**src/design/mul_pkg.sv**
```systemverilog
package mul_pkg;

	localparam int DWORD_W = 64;
	localparam int WORD_W = 32;
	localparam int EXT_W = DWORD_W + 2; // two extra bits keep the sign of an unsigned operand.
	localparam int PP_WIDTH = 2 * EXT_W;
	localparam int NUM_PP = EXT_W / 2;
	// 34 rows (33 products plus the negate row) reach two rows after eight 3:2 levels.
	localparam int CSA_LEVELS = 8;

	typedef logic [DWORD_W-1:0] dword_t;
	typedef logic [EXT_W-1:0] ext_operand_t;
	typedef logic [PP_WIDTH-1:0] pp_row_t;
	typedef logic [1:0] sign_mode_t; // bit 0 is the multiplicand, bit 1 the multiplier.

	typedef struct packed {
		dword_t multiplicand;
		dword_t multiplier;
		sign_mode_t mode;
		logic mulw;
	} mul_req_t;

	typedef struct packed {
		pp_row_t [NUM_PP-1:0] rows;
		logic [NUM_PP-1:0] neg; // the +1 of each inverted row, at the row's first column.
	} pp_bundle_t;

	typedef struct packed {
		dword_t hi;
		dword_t lo;
	} mul_resp_t;

	typedef enum logic [1:0] {
		BUF_EMPTY,
		BUF_ONE,
		BUF_TWO
	} buf_state_t;

endpackage

```
**src/design/mul_result_stage.sv**
```systemverilog
`timescale 1ns/1ps

module mul_result_stage (
	input logic clk,
	input logic reset,
	input logic flush,
	input logic in_valid,
	output logic in_ready,
	input mul_pkg::pp_row_t sum,
	input mul_pkg::pp_row_t carry,
	output logic resp_valid,
	input logic resp_ready,
	output mul_pkg::mul_resp_t resp
);

	mul_pkg::pp_row_t product;

	assign product = sum + carry; // only the low 128 bits are kept.

	// the register takes a new item when it is empty or its item leaves this cycle.
	assign in_ready = !resp_valid || resp_ready;

	always_ff @(posedge clk) begin
		if (reset || flush) begin
			resp_valid <= 1'b0;
		end else if (in_ready) begin
			resp_valid <= in_valid;
		end
	end

	always_ff @(posedge clk) begin
		if (in_valid && in_ready) begin
			resp.hi <= product[2*mul_pkg::DWORD_W-1:mul_pkg::DWORD_W];
			resp.lo <= product[mul_pkg::DWORD_W-1:0];
		end
	end

endmodule

```
**config.mk**
```make
export PLATFORM = sky130hd
export DESIGN_NAME = mul_result_stage
export DESIGN_NICKNAME = d
export VERILOG_FILES = /design/src/design/mul_pkg.sv /design/src/design/mul_result_stage.sv
export SDC_FILE = /design/constraint.sdc
export NUM_CORES = 1
export LEC_CHECK = 0
export BUFFER_PORTS_ARGS = -buffer_cell sky130_fd_sc_hd__buf_4
export CAP_MARGIN = 20
export CORE_MARGIN = 2
export CORE_UTILIZATION = 49
export CTS_BUF_LIST = sky130_fd_sc_hd__clkbuf_8
export DETAILED_ROUTE_END_ITERATION = 10
export PLACE_DENSITY = 0.81
export SYNTH_ARGS = -nofsm -noshare
export SYNTH_HDL_FRONTEND = slang
export SYNTH_SLANG_ARGS = --single-unit
```
**constraint.sdc**
```tcl
create_clock -name clk -period 4.2 [get_ports clk]
set_clock_uncertainty 0.1 [all_clocks]
set_input_delay 0.21 -clock clk [delete_from_list [all_inputs] [get_ports clk]]
set_output_delay 0.21 -clock clk [all_outputs]
set_load 0.005 [all_outputs]
```
# After elaboration in Yosys (flattened, before gate mapping)
# Cells that the tools add are included.
op_classes:
  add_sub_neg: 1
  reduce_logical: 4
ops:
  columns: ["operator", "count"]
  rows:
  - ["128-bit adder", 1]
  - ["1-bit logical OR", 2]
  - ["1-bit logical AND", 1]
  - ["1-bit zero test", 1]
totals:
  register_bits: 129
  inputBits: 269
  elab_cells: 8
  out_inout_bits: 130

# Logic depth before layout (Yosys ltp)
depth:
  depth_word: 3
  depth_mapped: 12
  mapped_depth_nobuf: 12

# Worst setup path before layout
# Ideal clock, no wire load.
synth_path:
  path_kind: "reg-to-reg"
  startpoint: "reg resp_valid"
  endpoint: "reg resp[0] (netlist bit) (enable)"
  path_slack_ps: 205
  t_required_ps: 3597
  arrival_time_ps: 3392
  setup_ps: 503
  stages_incl_launch_ff: 3
  cell_sequence: "dfxtp_1 nand2b_1 and2_1"
synth_via:
  elab_chain_cells: 3
synth_rtl:
  columns: ["element", "line_no", "text"]
  rows:
  - ["start: declaration", "mul_result_stage.sv:11", "output logic resp_valid,"]
  - ["start signal: assignment", "mul_result_stage.sv:27", "resp_valid <= in_valid;"]
  - ["1-bit zero test", "mul_result_stage.sv:21", "assign in_ready = !resp_valid || resp_ready;"]
  - ["1-bit logical OR", "mul_result_stage.sv:21", null]
  - ["named net in_ready", "mul_result_stage.sv:8", "output logic in_ready,"]
  - ["1-bit logical AND", "mul_result_stage.sv:32", "if (in_valid && in_ready) begin"]
  - ["end: declaration", "mul_result_stage.sv:13", "output mul_pkg::mul_resp_t resp"]
# The timed path passes the listed nets, and every way through them passes these cells.
# A chain may end at the register's enable or synchronous reset.

# Final worst setup path
layout_path:
  startpoint: "in sum[0]"
  endpoint: "reg resp[92] (netlist bit), data pin"
layout_via:
  elab_chain_cells: 1
layout_rtl:
  columns: ["element", "line_no", "text"]
  rows:
  - ["start: declaration", "mul_result_stage.sv:9", "input mul_pkg::pp_row_t sum,"]
  - ["128-bit adder", "mul_result_stage.sv:18", "assign product = sum + carry;"]
  - ["named net product[92]", "mul_result_stage.sv:16", "mul_pkg::pp_row_t product;"]
# The timed path passes the listed nets, and every way through them passes these cells.

==> flow_summary.json <==
{
  "required_ns": 4.28,
  "finalHoldViolCount": 0,
  "critPathArrivalTime_ns": 4.16,
  "synth-warning-count": 0,
  "timing_max_transition_violations_final": 0,
  "route.antenna.remaining_nets": 0,
  "dp_hpwl_um": 38100,
  "slowest_stage": "dlygate4sd3_1",
  "netlist-cell-type-count": 81,
  "die_span_in_x_um": 164,
  "timing.hold.worst.start": "carry[1]",
  "globalplace.congestion": 0.971,
  "routed-via-count": 13400,
  "area_delta_synth_final_pct": 28.4,
  "vias_in_the_first_global_route": 12900,
  "path_max_fanout": 3,
  "fp.coreArea_mm2": 0.0252,
  "ordered_list_of_cells_on_the_worst_path": "dlygate4sd3_1 -> buf_4 -> ha_1 -> fa_1 -> a21oi_1 -> o221ai_1 -> o21ai_0 -> a211oi_1 -> o311a_1 -> o21ai_1 -> o31ai_2 -> a31oi_1 -> o21ai_1 -> xor2_1",
  "post_cts.repair.setup_buffers": 0,
  "cts.reportedPaths.clkPinSlew_ns": 0.09,
  "ioPinCount": 399,
  "postSynth.topFlopCell": "edfxtp_1",
  "async_s_r_ff_share_synth_pct": 0,
  "syn-mean-instance-area_um2": 8.46,
  "totalPowerFinal_mw": 4.90,
  "gr-usage-met1_pct": 43.2,
  "net_count_after_synthesis": 1880,
  "cts_htree_levels": 4,
  "min_path_cells": 2,
  "number_of_antenna_violations_at_the_first_check_in_global_routing": 1,
  "cts_repair_resize_count": 0,
  "detailedPlace.worstSlack_ns": 0.331,
  "number_of_enable_type_register_cells_in_the_synthesized_netlist": 128,
  "postSynthCellCount": 1483,
  "finalCriticalPeriod_ns": 4.08,
  "holdCritPathClass": "input pin to register",
  "floorplan.initialDensity_pct": 49.8,
  "regToRegEndpoint": "resp[80]",
  "clk_path_buf_depth": 2,
  "crit_type": "input pin to register",
  "pwrdens_mw_per_mm2": 304,
  "vias_per_cell": 6.15,
  "timing.reg2reg.worst_path_depth": 3,
  "globalRoute.busiestLayer": "met2",
  "grt.overflow.total": 0,
  "post_drt_wl_per_cell_um": 21.2,
  "use_met2_pct": 55.6,
  "critical_path.startpoint_type": "input pin",
  "setup_slack_ns": 0.120,
  "peak_ir_drop_on_the_vdd_network_v": 0.000165,
  "std_cell_rows": 58,
  "clock.fmax_mhz": 245,
  "worst_path_largest_cell_delay_ns": 0.54,
  "grt_setup_unrepaired": "no",
  "worst_setup_path_end_kind": "register",
  "final_nets": 2236,
  "timing.slew.headroom_pct": 28.4,
  "met3_usage_pct": 7.32,
  "final.period_utilization_pct": 97.2,
  "largest_net_degree_at_the_start_of_global_routing": 79,
  "drc": 0,
  "setup_tns_final_ns": 0,
  "die-height_um": 164,
  "tritoncts_num_sinks": 129,
  "critPathMostFrequentCell": "o21ai_1",
  "clock_tree_from_tritoncts": "done",
  "insertion_delay_ns": 0.45,
  "flops_latches_synth": 129,
  "rr_startpoint": "resp_valid",
  "worstMarginPinSlew_ns": 1.06,
  "cts_buffers": 17,
  "report.final.setup_viol": 0,
  "timing.reg2reg.setup_slack_ns": 2.12,
  "floorplan.die_area_mm2": 0.0269,
  "global_route_wire_length_before_repair_um": 69600,
  "synth_area_mm2": 0.0125,
  "cts_root_buffer": "clkbuf_8",
  "drive_above_1_share_pct": 24.6,
  "portBuffers": 390,
  "status": "complete, no violations",
  "hold_buffer_count_at_cts": 4,
  "timing.max_cap.violations": 0,
  "dr.pass1.iters": 5,
  "cellLeakagePower_nw": 6.91,
  "finalHoldWorstSlack_ns": 0.0145,
  "worstHoldEndpoint": "resp[1]",
  "synth_seq_area_share_pct": 30.8,
  "drt_iter0_drc": 1372,
  "totalWireLength_um": 46300,
  "gr-usage-all-layers_pct": 33.6
}
-- cell usage after synthesis (6+ instances only) --
cell / n / area share [%]
a211oi_1: 11 / 0.66
a21boi_0: 7 / 0.42
a21o_1: 50 / 3.0
a21oi_1: 197 / 7.9
a221oi_1: 9 / 0.63
a31oi_1: 21 / 1.0
and2_1: 10 / 0.50
and4_1: 13 / 0.91
clkbuf_1: 61 / 1.8
edfxtp_1: 128 / 31
ha_1: 127 / 13
inv_1: 42 / 1.3
nand2_1: 150 / 4.5
nand2b_1: 6 / 0.30
nand3_1: 27 / 1.1
nand4_1: 62 / 3.1
nor2_1: 116 / 3.5
nor2b_1: 6 / 0.30
nor3_1: 28 / 1.1
nor4_1: 12 / 0.60
o211ai_1: 7 / 0.42
o21a_1: 8 / 0.48
o21ai_0: 97 / 3.9
o21ai_1: 15 / 0.60
o21bai_1: 41 / 2.5
o31ai_1: 12 / 0.72
xnor2_1: 68 / 4.7
xor2_1: 55 / 3.8
-- kinds of logic after synthesis --
family,Yosys count,share of synthesized area [%]
AOI/OAI and AO/OA,529,26.2
and+or+nand+nor,463,17.8
DFF,129,30.8
adders and majority gates,128,12.8
xor gates and xnor gates,123,8.59
buffers and inverters,109,3.57
muxes,2,0.160
-- layer usage --
layer  up-vias  share of wire (%)
li1       6313                  -
met1      6276                 40
met2       739                 47
met3       104                9.5
met4         0                3.7
met5         -                  0
-- worst max-delay path by stage --
stage | startpoint | to | slack (ns) | depth (start not counted)
3_3_place_gp | carry[0] | resp[100] | 0.36 | 13
6_report | sum[0] | resp[92] | 0.12 | 14
3_5_place_dp | sum[25] | resp[82] | 0.33 | 11
2_1_floorplan | resp_valid | resp[0] | 0.21 | 2
5_1_grt | sum[0] | resp[100] | 0.1 | 14
4_1_cts | sum[0] | resp[100] | 0.27 | 14
-- power by group --
group,internal [mW],switching (mW)
registers,1.68,0.0704
clock network,0.499,0.595
logic,0.911,1.15
-- cell usage in the layout, fill, tap and decap left out, types with 11 or more instances in the layout --
cell type,n
a211oi_1,11
a21o_1,50
a21oi_1,197
a31oi_1,21
and4_1,13
buf_4,399
clkbuf_8,19
edfxtp_1,128
ha_1,127
inv_1,43
nand2_1,150
nand3_1,27
nand4_1,62
nor2_1,116
nor3_1,28
nor4_1,12
o21ai_0,97
o21ai_1,15
o21bai_1,41
o31ai_1,12
xnor2_1,68
xor2_1,55
-- per-stage QoR --
stage	cells	utilization [%]	cell area (µm²)
after floorplan	1483	-	12500
after global placement	2146	62.3	15700
after detailed placement	2146	62.3	15700
after CTS	2182	64.0	16100
after global routing	2183	64.0	16100
final	2183	64.0	16100
-- area by class of cell --
type / instances / area (µm²)
inverter: 42 / 158
fill: 2209 / 9070
clock inverter: 13 / 115
sequential: 129 / 3860
multi-input combinational: 1245 / 8240
tap: 330 / 413
clock buffer: 19 / 262
timing repair buffer: 404 / 3060
antenna: 1 / 2.50
-- worst max-delay path: cells and delay by family --
family                   cells  cell delay (ns)
AO/OA/AOI/OAI                9             2.46
XOR/XNOR                     1             0.16
buffers and inverters        2             0.68
adder cells (fa/ha/maj)      2             0.66
-- flip-flops by register name, indices dropped and copies added (netlist names) --
signal	flops
resp	128
resp_valid	1
No activity file was read; power rests on OpenSTA's default activity.
